File: src/hdl/hps_io_pkg.sv
////////////////////
// shared widths, types and command codes of the host command bridge
// imported by every block and by the testbench
////////////////////

package hps_io_pkg;

	// host channel and data widths
	typedef logic [15:0] word_t;
	typedef logic [7:0]  byte_t;
	typedef logic [31:0] joy_t;
	typedef logic [63:0] status_t;

	// [10] toggles per event, [9] pressed, [8] extended, [7:0] scan code
	typedef logic [10:0] ps2_key_t;

	typedef logic [31:0] lba_t;
	typedef logic [8:0]  buff_addr_t;
	typedef logic [8:0]  word_cnt_t;
	typedef logic [26:0] ioctl_addr_t;

	// file-transfer frame
	typedef enum logic {
		FIO_WAIT_CMD,
		FIO_PAYLOAD
	} fio_state_t;

	// user channel commands
	localparam word_t CMD_CFG        = 16'h0001;
	localparam word_t CMD_JOY0       = 16'h0002;
	localparam word_t CMD_JOY1       = 16'h0003;
	localparam word_t CMD_PS2_KBD    = 16'h0005;
	localparam word_t CMD_JOY2       = 16'h0010;
	localparam word_t CMD_JOY3       = 16'h0011;
	localparam word_t CMD_JOY4       = 16'h0012;
	localparam word_t CMD_JOY5       = 16'h0013;
	localparam word_t CMD_SD_STATUS  = 16'h0016;
	localparam word_t CMD_SD_WRITE   = 16'h0017;
	localparam word_t CMD_SD_READ    = 16'h0018;
	localparam word_t CMD_STATUS     = 16'h001e;
	localparam word_t CMD_STATUS_REQ = 16'h0029;

	// file channel commands
	localparam word_t FIO_FILE_TX     = 16'h0053;
	localparam word_t FIO_FILE_TX_DAT = 16'h0054;
	localparam word_t FIO_FILE_INDEX  = 16'h0055;

endpackage

File: src/hdl/file_download.sv
////////////////////
// file transfer from the host into the core
// first word of an fp_enable frame is the command, the rest is payload
// data bytes come out on ioctl_dout with a write pulse and an address
////////////////////

`timescale 1ns/1ps

module file_download
	import hps_io_pkg::*;
(
	input  logic        clk_sys,
	input  logic        reset,
	input  logic        fp_enable,
	input  logic        io_strobe,
	input  word_t       io_din,
	output logic        ioctl_download,
	output byte_t       ioctl_index,
	output logic        ioctl_wr,
	output ioctl_addr_t ioctl_addr,
	output byte_t       ioctl_dout
);

	fio_state_t  state;
	word_t       cmd;
	ioctl_addr_t addr;
	logic        wr;

	////////////////////
	// frame FSM
	////////////////////
	always_ff @(posedge clk_sys) begin
		if (reset) begin
			state <= FIO_WAIT_CMD;
		end else if (!fp_enable) begin
			state <= FIO_WAIT_CMD;
		end else if (io_strobe && state == FIO_WAIT_CMD) begin
			state <= FIO_PAYLOAD;
		end
	end

	always_ff @(posedge clk_sys) begin
		if (fp_enable && io_strobe && state == FIO_WAIT_CMD)
			cmd <= io_din;
	end

	////////////////////
	// payload handling
	////////////////////
	// ioctl_wr trails the data strobe by one extra cycle
	always_ff @(posedge clk_sys) begin
		if (reset) begin
			ioctl_download <= 1'b0;
			ioctl_index    <= '0;
			ioctl_wr       <= 1'b0;
			wr             <= 1'b0;
		end else begin
			ioctl_wr <= wr;
			wr       <= 1'b0;
			if (fp_enable && io_strobe && state == FIO_PAYLOAD) begin
				case (cmd)
					FIO_FILE_INDEX: ioctl_index <= io_din[7:0];
					FIO_FILE_TX: begin
						// nonzero starts a new file at 0, zero closes it
						if (io_din[7:0] != 8'h00) begin
							addr           <= '0;
							ioctl_download <= 1'b1;
						end else begin
							ioctl_download <= 1'b0;
						end
					end
					FIO_FILE_TX_DAT: begin
						if (ioctl_download) begin
							ioctl_addr <= addr;
							ioctl_dout <= io_din[7:0];
							addr       <= addr + 1'b1;
							wr         <= 1'b1;
						end
					end
					default: ;
				endcase
			end
		end
	end

endmodule

File: src/hdl/hps_io.sv
////////////////////
// host-to-core command bridge, top level
// connects the user-channel decoder to the input, SD and download blocks
// NUM_JOY selects how many joysticks the core gets (1 to 6)
////////////////////

`timescale 1ns/1ps

module hps_io
	import hps_io_pkg::*;
#(
	parameter int NUM_JOY = 6
) (
	input  logic        clk_sys,
	input  logic        reset,

	// host word channel
	input  logic        io_enable,
	input  logic        io_strobe,
	input  logic        fp_enable,
	input  word_t       io_din,
	output word_t       io_dout,

	// config and inputs
	output logic [1:0]  buttons,
	output logic        forced_scandoubler,
	output logic        direct_video,
	output joy_t        joystick_0,
	output joy_t        joystick_1,
	output joy_t        joystick_2,
	output joy_t        joystick_3,
	output joy_t        joystick_4,
	output joy_t        joystick_5,
	output status_t     status,
	input  logic        status_set,
	input  status_t     status_in,
	output ps2_key_t    ps2_key,

	// SD block access
	input  lba_t        sd_lba,
	input  logic        sd_rd,
	input  logic        sd_wr,
	input  word_t       sd_req_type,
	output logic        sd_ack,
	output buff_addr_t  sd_buff_addr,
	output byte_t       sd_buff_dout,
	input  byte_t       sd_buff_din,
	output logic        sd_buff_wr,

	// file download
	output logic        ioctl_download,
	output byte_t       ioctl_index,
	output logic        ioctl_wr,
	output ioctl_addr_t ioctl_addr,
	output byte_t       ioctl_dout
);

	word_t      wr_data;
	logic       cfg_wr;
	logic       joy_wr;
	logic [2:0] joy_sel;
	logic       joy_hi;
	logic       status_wr;
	logic [1:0] status_idx;
	logic       kbd_byte_wr;
	logic       kbd_clear;
	logic       kbd_done;
	logic       sd_start;
	logic       sd_wr_word;
	logic       sd_rd_word;
	logic       sd_end;
	word_t      sd_status_word;
	status_t    status_req;
	logic [3:0] status_flag;

	uio_decoder #(
		.NUM_JOY(NUM_JOY)
	) u_uio_decoder (
		.clk_sys(clk_sys), .reset(reset),
		.io_enable(io_enable), .io_strobe(io_strobe), .io_din(io_din),
		.status_req(status_req), .status_flag(status_flag),
		.sd_status_word(sd_status_word), .sd_lba(sd_lba),
		.sd_req_type(sd_req_type), .sd_buff_din(sd_buff_din),
		.io_dout(io_dout), .wr_data(wr_data),
		.cfg_wr(cfg_wr), .joy_wr(joy_wr), .joy_sel(joy_sel), .joy_hi(joy_hi),
		.status_wr(status_wr), .status_idx(status_idx),
		.kbd_byte_wr(kbd_byte_wr), .kbd_clear(kbd_clear), .kbd_done(kbd_done),
		.sd_start(sd_start), .sd_wr_word(sd_wr_word),
		.sd_rd_word(sd_rd_word), .sd_end(sd_end)
	);

	user_inputs #(
		.NUM_JOY(NUM_JOY)
	) u_user_inputs (
		.clk_sys(clk_sys), .reset(reset), .wr_data(wr_data),
		.cfg_wr(cfg_wr), .joy_wr(joy_wr), .joy_sel(joy_sel), .joy_hi(joy_hi),
		.status_wr(status_wr), .status_idx(status_idx),
		.kbd_byte_wr(kbd_byte_wr), .kbd_clear(kbd_clear), .kbd_done(kbd_done),
		.status_set(status_set), .status_in(status_in),
		.buttons(buttons), .forced_scandoubler(forced_scandoubler),
		.direct_video(direct_video),
		.joystick_0(joystick_0), .joystick_1(joystick_1), .joystick_2(joystick_2),
		.joystick_3(joystick_3), .joystick_4(joystick_4), .joystick_5(joystick_5),
		.status(status), .status_req(status_req), .status_flag(status_flag),
		.ps2_key(ps2_key)
	);

	sd_block_port u_sd_block_port (
		.clk_sys(clk_sys), .reset(reset),
		.sd_start(sd_start), .sd_wr_word(sd_wr_word),
		.sd_rd_word(sd_rd_word), .sd_end(sd_end), .wr_data(wr_data),
		.sd_rd(sd_rd), .sd_wr(sd_wr),
		.sd_ack(sd_ack), .sd_buff_addr(sd_buff_addr),
		.sd_buff_dout(sd_buff_dout), .sd_buff_wr(sd_buff_wr),
		.sd_status_word(sd_status_word)
	);

	file_download u_file_download (
		.clk_sys(clk_sys), .reset(reset),
		.fp_enable(fp_enable), .io_strobe(io_strobe), .io_din(io_din),
		.ioctl_download(ioctl_download), .ioctl_index(ioctl_index),
		.ioctl_wr(ioctl_wr), .ioctl_addr(ioctl_addr), .ioctl_dout(ioctl_dout)
	);

endmodule

File: src/hdl/sd_block_port.sv
////////////////////
// SD block access for one virtual disk
// acknowledge, buffer address and the delayed buffer write
// also packs the status word the host polls
////////////////////

`timescale 1ns/1ps

module sd_block_port
	import hps_io_pkg::*;
(
	input  logic       clk_sys,
	input  logic       reset,
	input  logic       sd_start,
	input  logic       sd_wr_word,
	input  logic       sd_rd_word,
	input  logic       sd_end,
	input  word_t      wr_data,
	input  logic       sd_rd,
	input  logic       sd_wr,
	output logic       sd_ack,
	output buff_addr_t sd_buff_addr,
	output byte_t      sd_buff_dout,
	output logic       sd_buff_wr,
	output word_t      sd_status_word
);

	// write delay line: stage 0 fires the write, stage 2 moves the address
	logic [2:0] wr_dly;
	logic       addr_step;

	// bit 3 was the config request, unused with one disk
	assign sd_status_word = {8'h00, 4'h5, 1'b0, 1'b1, sd_wr, sd_rd};

	assign addr_step = wr_dly[2] | sd_rd_word;

	always_ff @(posedge clk_sys) begin
		if (reset) begin
			sd_ack     <= 1'b0;
			wr_dly     <= '0;
			sd_buff_wr <= 1'b0;
		end else begin
			wr_dly     <= {wr_dly[1:0], sd_wr_word};
			sd_buff_wr <= wr_dly[0];
			if (sd_end)
				sd_ack <= 1'b0;
			else if (sd_start)
				sd_ack <= 1'b1;
		end
	end

	////////////////////
	// buffer address
	////////////////////
	// saturates at the last byte of the sector
	always_ff @(posedge clk_sys) begin
		if (reset)
			sd_buff_addr <= '0;
		else if (sd_start)
			sd_buff_addr <= '0;
		else if (addr_step && !(&sd_buff_addr))
			sd_buff_addr <= sd_buff_addr + 1'b1;
	end

	always_ff @(posedge clk_sys) begin
		if (sd_wr_word)
			sd_buff_dout <= wr_data[7:0];
	end

endmodule

File: src/hdl/uio_decoder.sv
////////////////////
// user-channel transaction decoder
// word 0 of a frame is the command, later words are counted payload
// turns command and count into single write strobes for the receivers
// and registers the word the host reads back
////////////////////

`timescale 1ns/1ps

module uio_decoder
	import hps_io_pkg::*;
#(
	parameter int NUM_JOY = 6
) (
	input  logic       clk_sys,
	input  logic       reset,
	input  logic       io_enable,
	input  logic       io_strobe,
	input  word_t      io_din,
	input  status_t    status_req,
	input  logic [3:0] status_flag,
	input  word_t      sd_status_word,
	input  lba_t       sd_lba,
	input  word_t      sd_req_type,
	input  byte_t      sd_buff_din,
	output word_t      io_dout,
	output word_t      wr_data,
	output logic       cfg_wr,
	output logic       joy_wr,
	output logic [2:0] joy_sel,
	output logic       joy_hi,
	output logic       status_wr,
	output logic [1:0] status_idx,
	output logic       kbd_byte_wr,
	output logic       kbd_clear,
	output logic       kbd_done,
	output logic       sd_start,
	output logic       sd_wr_word,
	output logic       sd_rd_word,
	output logic       sd_end
);

	word_t      cmd;
	word_cnt_t  word_cnt;
	logic       io_enable_d;
	logic       kbd_skip;
	logic       cmd_stb;
	logic       payload_stb;
	logic       enable_fall;
	logic       joy_cmd;
	logic [2:0] joy_idx;
	word_t      rd_word;

	assign cmd_stb     = io_enable & io_strobe & (word_cnt == '0);
	assign payload_stb = io_enable & io_strobe & (word_cnt != '0);
	assign enable_fall = io_enable_d & ~io_enable;

	// joystick commands are not contiguous
	always_comb begin
		joy_cmd = 1'b1;
		joy_idx = 3'd0;
		case (cmd)
			CMD_JOY0: joy_idx = 3'd0;
			CMD_JOY1: joy_idx = 3'd1;
			CMD_JOY2: joy_idx = 3'd2;
			CMD_JOY3: joy_idx = 3'd3;
			CMD_JOY4: joy_idx = 3'd4;
			CMD_JOY5: joy_idx = 3'd5;
			default:  joy_cmd = 1'b0;
		endcase
	end

	////////////////////
	// write strobes
	////////////////////
	assign wr_data     = io_din;
	assign cfg_wr      = payload_stb & (cmd == CMD_CFG);
	assign joy_wr      = payload_stb & joy_cmd & (joy_idx < NUM_JOY);
	assign joy_sel     = joy_idx;
	// word 1 is the low half, anything after goes to the high half
	assign joy_hi      = (word_cnt != 9'd1);
	assign status_wr   = payload_stb & (cmd == CMD_STATUS) & (word_cnt < 9'd5);
	assign status_idx  = word_cnt[1:0] - 2'd1;
	assign kbd_clear   = cmd_stb & (io_din == CMD_PS2_KBD);
	assign kbd_byte_wr = payload_stb & (cmd == CMD_PS2_KBD) & ~(&io_din[15:8]) & ~kbd_skip;
	assign kbd_done    = enable_fall & (cmd == CMD_PS2_KBD) & ~kbd_skip;
	assign sd_start    = cmd_stb & ((io_din == CMD_SD_WRITE) | (io_din == CMD_SD_READ));
	assign sd_wr_word  = payload_stb & (cmd == CMD_SD_WRITE);
	assign sd_rd_word  = payload_stb & (cmd == CMD_SD_READ);
	assign sd_end      = enable_fall;

	////////////////////
	// read-back word
	////////////////////
	always_comb begin
		rd_word = '0;
		if (word_cnt == '0) begin
			if (io_din == CMD_STATUS_REQ)
				rd_word = {8'h00, 4'hA, status_flag};
		end else begin
			case (cmd)
				CMD_SD_STATUS: begin
					case (word_cnt)
						9'd1:    rd_word = sd_status_word;
						9'd2:    rd_word = sd_lba[15:0];
						9'd3:    rd_word = sd_lba[31:16];
						9'd4:    rd_word = sd_req_type;
						default: rd_word = '0;
					endcase
				end
				CMD_SD_READ: rd_word = {8'h00, sd_buff_din};
				CMD_STATUS_REQ: begin
					case (word_cnt)
						9'd1:    rd_word = status_req[15:0];
						9'd2:    rd_word = status_req[31:16];
						9'd3:    rd_word = status_req[47:32];
						9'd4:    rd_word = status_req[63:48];
						default: rd_word = '0;
					endcase
				end
				default: rd_word = '0;
			endcase
		end
	end

	always_ff @(posedge clk_sys) begin
		if (reset) begin
			io_enable_d <= 1'b0;
			cmd         <= '0;
			word_cnt    <= '0;
			kbd_skip    <= 1'b0;
			io_dout     <= '0;
		end else begin
			io_enable_d <= io_enable;
			if (!io_enable) begin
				cmd      <= '0;
				word_cnt <= '0;
				kbd_skip <= 1'b0;
				io_dout  <= '0;
			end else if (io_strobe) begin
				if (~&word_cnt)
					word_cnt <= word_cnt + 1'b1;
				if (word_cnt == '0)
					cmd <= io_din;
				// a 0xFF high byte drops the rest of the key sequence
				if (payload_stb && cmd == CMD_PS2_KBD && (&io_din[15:8]))
					kbd_skip <= 1'b1;
				io_dout <= rd_word;
			end
		end
	end

endmodule

File: src/hdl/user_inputs.sv
////////////////////
// config, joystick and status registers plus keyboard event decode
// written through strobes from the user-channel decoder
// status_set rises are counted and the core's status is held for readback
////////////////////

`timescale 1ns/1ps

module user_inputs
	import hps_io_pkg::*;
#(
	parameter int NUM_JOY = 6
) (
	input  logic       clk_sys,
	input  logic       reset,
	input  word_t      wr_data,
	input  logic       cfg_wr,
	input  logic       joy_wr,
	input  logic [2:0] joy_sel,
	input  logic       joy_hi,
	input  logic       status_wr,
	input  logic [1:0] status_idx,
	input  logic       kbd_byte_wr,
	input  logic       kbd_clear,
	input  logic       kbd_done,
	input  logic       status_set,
	input  status_t    status_in,
	output logic [1:0] buttons,
	output logic       forced_scandoubler,
	output logic       direct_video,
	output joy_t       joystick_0,
	output joy_t       joystick_1,
	output joy_t       joystick_2,
	output joy_t       joystick_3,
	output joy_t       joystick_4,
	output joy_t       joystick_5,
	output status_t    status,
	output status_t    status_req,
	output logic [3:0] status_flag,
	output ps2_key_t   ps2_key
);

	word_t       cfg;
	joy_t        joy_reg [6];
	logic        status_set_d;
	logic [31:0] kbd_raw;
	logic        pressed;
	logic        extended;

	assign buttons            = cfg[1:0];
	assign forced_scandoubler = cfg[4];
	assign direct_video       = cfg[10];

	always_ff @(posedge clk_sys) begin
		if (reset) begin
			cfg <= '0;
		end else if (cfg_wr) begin
			cfg <= wr_data;
		end
	end

	////////////////////
	// joysticks
	////////////////////
	// sticks above NUM_JOY stay at zero
	for (genvar i = 0; i < 6; i++) begin : g_joy
		if (i < NUM_JOY) begin : g_used
			always_ff @(posedge clk_sys) begin
				if (reset)
					joy_reg[i] <= '0;
				else if (joy_wr && joy_sel == i && joy_hi)
					joy_reg[i][31:16] <= wr_data;
				else if (joy_wr && joy_sel == i)
					joy_reg[i][15:0] <= wr_data;
			end
		end else begin : g_unused
			assign joy_reg[i] = '0;
		end
	end

	assign joystick_0 = joy_reg[0];
	assign joystick_1 = joy_reg[1];
	assign joystick_2 = joy_reg[2];
	assign joystick_3 = joy_reg[3];
	assign joystick_4 = joy_reg[4];
	assign joystick_5 = joy_reg[5];

	////////////////////
	// status
	////////////////////
	always_ff @(posedge clk_sys) begin
		if (reset) begin
			status       <= '0;
			status_flag  <= '0;
			status_set_d <= 1'b0;
		end else begin
			status_set_d <= status_set;
			if (status_wr)
				status[status_idx*16 +: 16] <= wr_data;
			if (status_set && !status_set_d)
				status_flag <= status_flag + 4'd1;
		end
	end

	// core's requested status, read back by the host with the flag
	always_ff @(posedge clk_sys) begin
		if (status_set && !status_set_d)
			status_req <= status_in;
	end

	////////////////////
	// keyboard
	////////////////////
	// F0 before the code marks a release, E0 ahead of that marks extended
	assign pressed  = (kbd_raw[15:8] != 8'hF0);
	assign extended = pressed ? (kbd_raw[15:8] == 8'hE0) : (kbd_raw[23:16] == 8'hE0);

	always_ff @(posedge clk_sys) begin
		if (kbd_clear)
			kbd_raw <= '0;
		else if (kbd_byte_wr)
			kbd_raw <= {kbd_raw[23:0], wr_data[7:0]};
	end

	always_ff @(posedge clk_sys) begin
		if (reset)
			ps2_key <= '0;
		else if (kbd_done)
			ps2_key <= {~ps2_key[10], pressed, extended, kbd_raw[7:0]};
	end

endmodule

File: config.mk
export PLATFORM = sky130hd
export DESIGN_NAME = hps_io
export DESIGN_NICKNAME = d
export VERILOG_FILES = /design/src/hdl/hps_io_pkg.sv /design/src/hdl/file_download.sv /design/src/hdl/hps_io.sv /design/src/hdl/sd_block_port.sv /design/src/hdl/uio_decoder.sv /design/src/hdl/user_inputs.sv
export SDC_FILE = /design/constraint.sdc
export NUM_CORES = 1
export LEC_CHECK = 0
export CAP_MARGIN = 20
export CORE_UTILIZATION = 45
export DETAILED_ROUTE_END_ITERATION = 7
export DONT_BUFFER_PORTS = 1
export GPL_ROUTABILITY_DRIVEN = 0
export PLACE_DENSITY = 0.61
export SETUP_SLACK_MARGIN = 0.02
export SYNTH_ARGS = -nofsm -noshare
export SYNTH_HDL_FRONTEND = slang
export SYNTH_HIERARCHICAL = 1
export SYNTH_SLANG_ARGS = --single-unit
File: constraint.sdc
create_clock -name clk_sys -period 17.2 [get_ports clk_sys]
set_clock_uncertainty 0.15 [all_clocks]
set_input_delay 1.72 -clock clk_sys [delete_from_list [all_inputs] [get_ports clk_sys]]
set_output_delay 1.72 -clock clk_sys [all_outputs]
set_load 0.01 [all_outputs]
After elaboration in Yosys (flattened, before gate mapping). Memories as Yosys holds them, arrays and structs flattened. Cells that the tools add are included. Widths: inputs -> output; s select.

Register bits: 334. RAM bits: 192. Bits of input ports: 144. Output and inout bits: 351. Logic and storage cells: 227. Memories kept: 1.

Memory list: u_user_inputs.joy_reg (depth 6, bits a word 32, rd ports 6, clocked after Yosys merged registers in 0, write ports 6, RTL line user_inputs.sv:44) `joy_t joy_reg [6];`.

$add $sub $neg: 6. Order comparisons: 2. Equality and inequality tests: 35. Shift-type cells: 2. Muxes and demuxes: 70. Bitwise operators: 42. Reductions and logical operators: 43.

Operators with widths (number): $mux 16 (13); $eq 16x5->1 const B (10); $pmux 16 s4 (2); $bwmux 64 (1); $shift 16x34->64 const A (1); $shiftx 16x34->64 (1); $mux 27 (2); $pmux 27 s2 (1); $eq 16x7->1 const B (3); $mux 1 (48); $pmux 16 s3 (1); $neg 6->34 (1); $eq 16x2->1 const B (2); $eq 16x3->1 const B (2); $eq 16x6->1 const B (2); $add 27x1->27 const B (1); $logic_and 1x1->1 (20); $add 9x1->9 const B (2); $and 1x1->1 (18); $eq 9x2->1 const B (2); $reduce_and 9->1 (2); $eq 16x1->1 const B (1); $eq 8x8->1 const B (2); $pmux 3 s5 (1); other kinds (28) (61).

Longest topological paths before layout.
Depth after elaboration: 11. Gate-level depth with buffers: 12. Depth with buffers taken out: 10.

Hierarchy. Netlist, hierarchy kept.

Modules (own cells, without submodules): user_inputs (instances 1, cells each 905, area an instance 13250.2 um2, seq. area each 9849.4 um2); file_download (instances 1, cells each 269, area an instance 3629.7 um2, seq. area each 2582.5 um2); uio_decoder (instances 1, cells each 423, area an instance 3139.3 um2, seq. area each 860.8 um2); sd_block_port (instances 1, cells each 85, area an instance 919.6 um2, seq. area each 500.5 um2).

Least setup slack after synthesis. Ideal clock, no wire load.

Path type: input -> register. Start point: input reset. End point: register u_file_download.ioctl_addr[0] (enable). Library setup time: 0.515 ns. Arrival: 5.204 ns. Required time: 16.535 ns. Setup slack: 11.330 ns. Cell stages on the path: 1. Buffers on the path: 0. Cell sequence: nor4_1.

Longest elaborated chain between the ends: 2.

Ends and longest elaborated chain: start, declared (RTL line hps_io.sv:15) `input logic reset,`; $not 1->1 (no source line); $reduce_and 4->1 (no source line); end signal, assigned (RTL line file_download.sv:74) `ioctl_addr <= addr;`; end, declared (RTL line file_download.sv:20) `output ioctl_addr_t ioctl_addr,`.

No other way between the ends. A chain may end at the register's enable or synchronous reset.

==> results.py <==
metrics = {
    "status": {
        "status": "completed",
    },
    "clock_network": {
        "ctsResizeCount": 0,
        "clkLatencyLatePin_ns": 0.60,
        "root_buffer": "clkbuf_16",
        "postCtsHoldBufs": 0,
        "cts_setup_buffers": 0,
        "numCtsBuffers": 55,
        "clk_pin_slew_ns": 0.06,
        "clock_sinks": 518,
        "cts_buffer_depth": 3,
        "cts_max_level": 2,
        "cts_tree": "done",
    },
    "detailed_routing": {
        "wl_per_cell_um": 25.4,
        "num_vias": 13299,
        "dr.pass1.iters": 7,
        "ant_nets": 0,
        "drc_errors": 0,
        "drtIter0Drc": 1329,
        "wirelength_um": 57800,
        "vias_per_cell": 5.83,
    },
    "run": {
        "cap_viol_max_count": 0,
    },
    "hold_path": {
        "min_from": "u_file_download/wr",
        "hold_class": "register to register",
        "holdPathStages": 1,
        "worstHoldEndpoint": "u_file_download/ioctl_wr",
    },
    "yosys": {
        "synth_area_um2": 20900,
        "synth_top_area_share_pct": 49.0,
        "yosysMostFrequentCell": "edfxtp_1",
        "netlist_top_cells_area": "edfxtp_1, dfxtp_1, and2_1",
        "synth-edff-count": 342,
        "netlist_instances": 1682,
        "syn_avg_cell_area_um2": 12.4,
        "synth_ff_type": "edfxtp_1",
        "synthDistinctLibCells": 75,
        "ys_warn_count": 6,
        "yosys.area.top_type": "edfxtp_1",
        "yosys-top-cells-count": "edfxtp_1, and2_1, dfxtp_1",
        "synth-seq-cells": 518,
        "synthArstFlopShare_pct": 0,
        "ys_seq_area_share_pct": 65.9,
    },
    "final_layout": {
        "syn2layout_area_growth_pct": 10.8,
        "drive_above_1_share_pct": 11.0,
        "final_nets": 1790,
        "largest_reg_flops": 192,
    },
    "grt": {
        "grt_use_total_pct": 23.9,
        "grt_first_pass_wirelength_um": 84100,
        "grt_max_degree": 111,
        "grt_overflow_total": 0,
        "antenna_found_initial": 2,
        "grt_pass1_vias": 12702,
    },
    "worst_setup_path": {
        "reg2reg_slack_ns": 12.93,
        "rr_endpoint": "u_user_inputs/joy_reg[4][13]",
        "start_kind": "register",
        "r2r_cells": 9,
        "cp-end-kind": "register",
        "cp_max_fo": 16,
        "arrival_ns": 4.34,
        "crit_required_ns": 17.27,
        "timing.rr.start": "u_uio_decoder/word_cnt[0]",
        "critPathKind": "register to register",
    },
    "place": {
        "hpwl_um": 37200,
        "io_buffers": 0,
    },
    "sta": {
        "finalHoldViolations": 0,
        "max_freq_ghz": 0.234,
        "tightest_slew_ns": 1.06,
        "setup_viol": 0,
        "rsz0062_at_grt": "false",
        "post-route-min-period_ns": 4.27,
        "relSlewSlack_pct": 29.5,
        "fin_crit_sh_pct": 24.8,
        "report.final.slew_viol_count": 0,
        "setup_tns_ns": 0,
    },
    "power": {
        "ir_drop_v": 0.0000799,
        "p_total_w": 0.00266,
        "pwr_density_cell_nw_per_um2": 115,
        "leakage_nw": 7.82,
    },
    "die": {
        "fp.dieW_um": 218,
        "start_util_pct": 45.8,
        "dieArea_um2": 47400,
        "fp.coreArea_um2": 45700,
        "ioPinCount": 495,
        "die_h_um": 218,
        "num_rows": 78,
    },
}
## kinds of logic after synthesis
logic type / Yosys count / synth area share, %
other: 2 / 0.0359
XOR/XNOR: 22 / 0.920
flip-flops: 518 / 65.9
buffers and inverters: 171 / 4.05
multiplexers: 37 / 1.77
adder cells (fa/ha/maj): 14 / 0.837
AO/OA/AOI/OAI: 279 / 9.30
AND/OR/NAND/NOR: 639 / 17.2
## report_power, final
group / internal, W / switching (W)
Clock: 0.000740 / 0.000491
Sequential: 0.00135 / 0.0000235
Combinational: 0.0000147 / 0.0000392
## worst max-delay path, stage by stage (launching register included)
cell and delay, ns:
dfxtp_1 0.44, inv_1 0.22, ha_1 0.36, nor4b_2 0.21, and2_2 0.23, or3_4 0.38, or2_2 0.30, nor2_1 0.32
nand3b_1 0.32, o31ai_4 0.93
## worst max-delay path by stage
stage	startpoint	endpoint	slack, ns	depth (start not counted)
4_1_cts	u_uio_decoder/word_cnt[0]	u_user_inputs/joy_reg[4][5]	12.93	9
3_3_place_gp	io_strobe	u_user_inputs/joy_reg[5][0]	12.41	6
3_5_place_dp	io_strobe	u_user_inputs/joy_reg[4][10]	12.53	6
5_1_grt	u_uio_decoder/word_cnt[0]	u_user_inputs/joy_reg[5][0]	12.76	10
2_1_floorplan	reset	u_file_download/ioctl_addr[0]	11.33	1
6_report	u_uio_decoder/word_cnt[0]	u_user_inputs/joy_reg[4][13]	12.93	9
## placed cells by master (no fill, tap or decap), types with 7 or more instances in the layout
cell,instances
a22oi_1,15
clkinv_1,12
a222oi_1,32
buf_4,27
nand3_1,30
and3_1,7
clkbuf_8,7
a32oi_1,64
clkbuf_16,55
o21ai_1,11
inv_1,22
clkinv_2,9
conb_1,14
nand4_1,12
ha_1,14
dfxtp_1,176
nor4_1,14
bufinv_16,8
or4_1,16
nor3_1,13
o21ai_0,63
xnor2_1,12
and2_2,13
edfxtp_1,342
mux2i_1,37
a21oi_1,56
nand2_1,108
o31ai_1,12
or3_1,9
nor2b_1,11
and2_1,183
xor2_1,10
nor2_1,149
## layer usage
metal  track usage (%)  vias to the layer above  wire length [µm]
li1                  -                     6042                 -
met1              30.2                     6517             23000
met2              39.2                      628             28100
met3              6.82                      110              4770
met4              8.50                        2              1850
met5                 0                        -                13
## area by class of cell
cell class              count  area (µm²)
fillers                  3946       22500
repair buffers             28         214
flip-flops and latches    518       13800
inverters                  24        90.1
diodes                      1        2.50
clock buffers              67        1490
well taps                 600         751
multi-input cells        1005        6430
clock inverters            37         429
## through the flow
stage	utilization (%)	cells	worst slack, ns	instance area (µm²)	hold WS, ns
floorplan	-	1694	11.33	21000	0.264
global placement	46.5	2173	12.41	21300	0.282
detailed placement	46.6	2174	12.53	21300	0.290
CTS	50.8	2278	12.93	23200	0.298
global route	50.8	2279	12.76	23200	0.325
finish	50.8	2280	12.93	23200	0.298
Power figures use the tool's default switching activity.
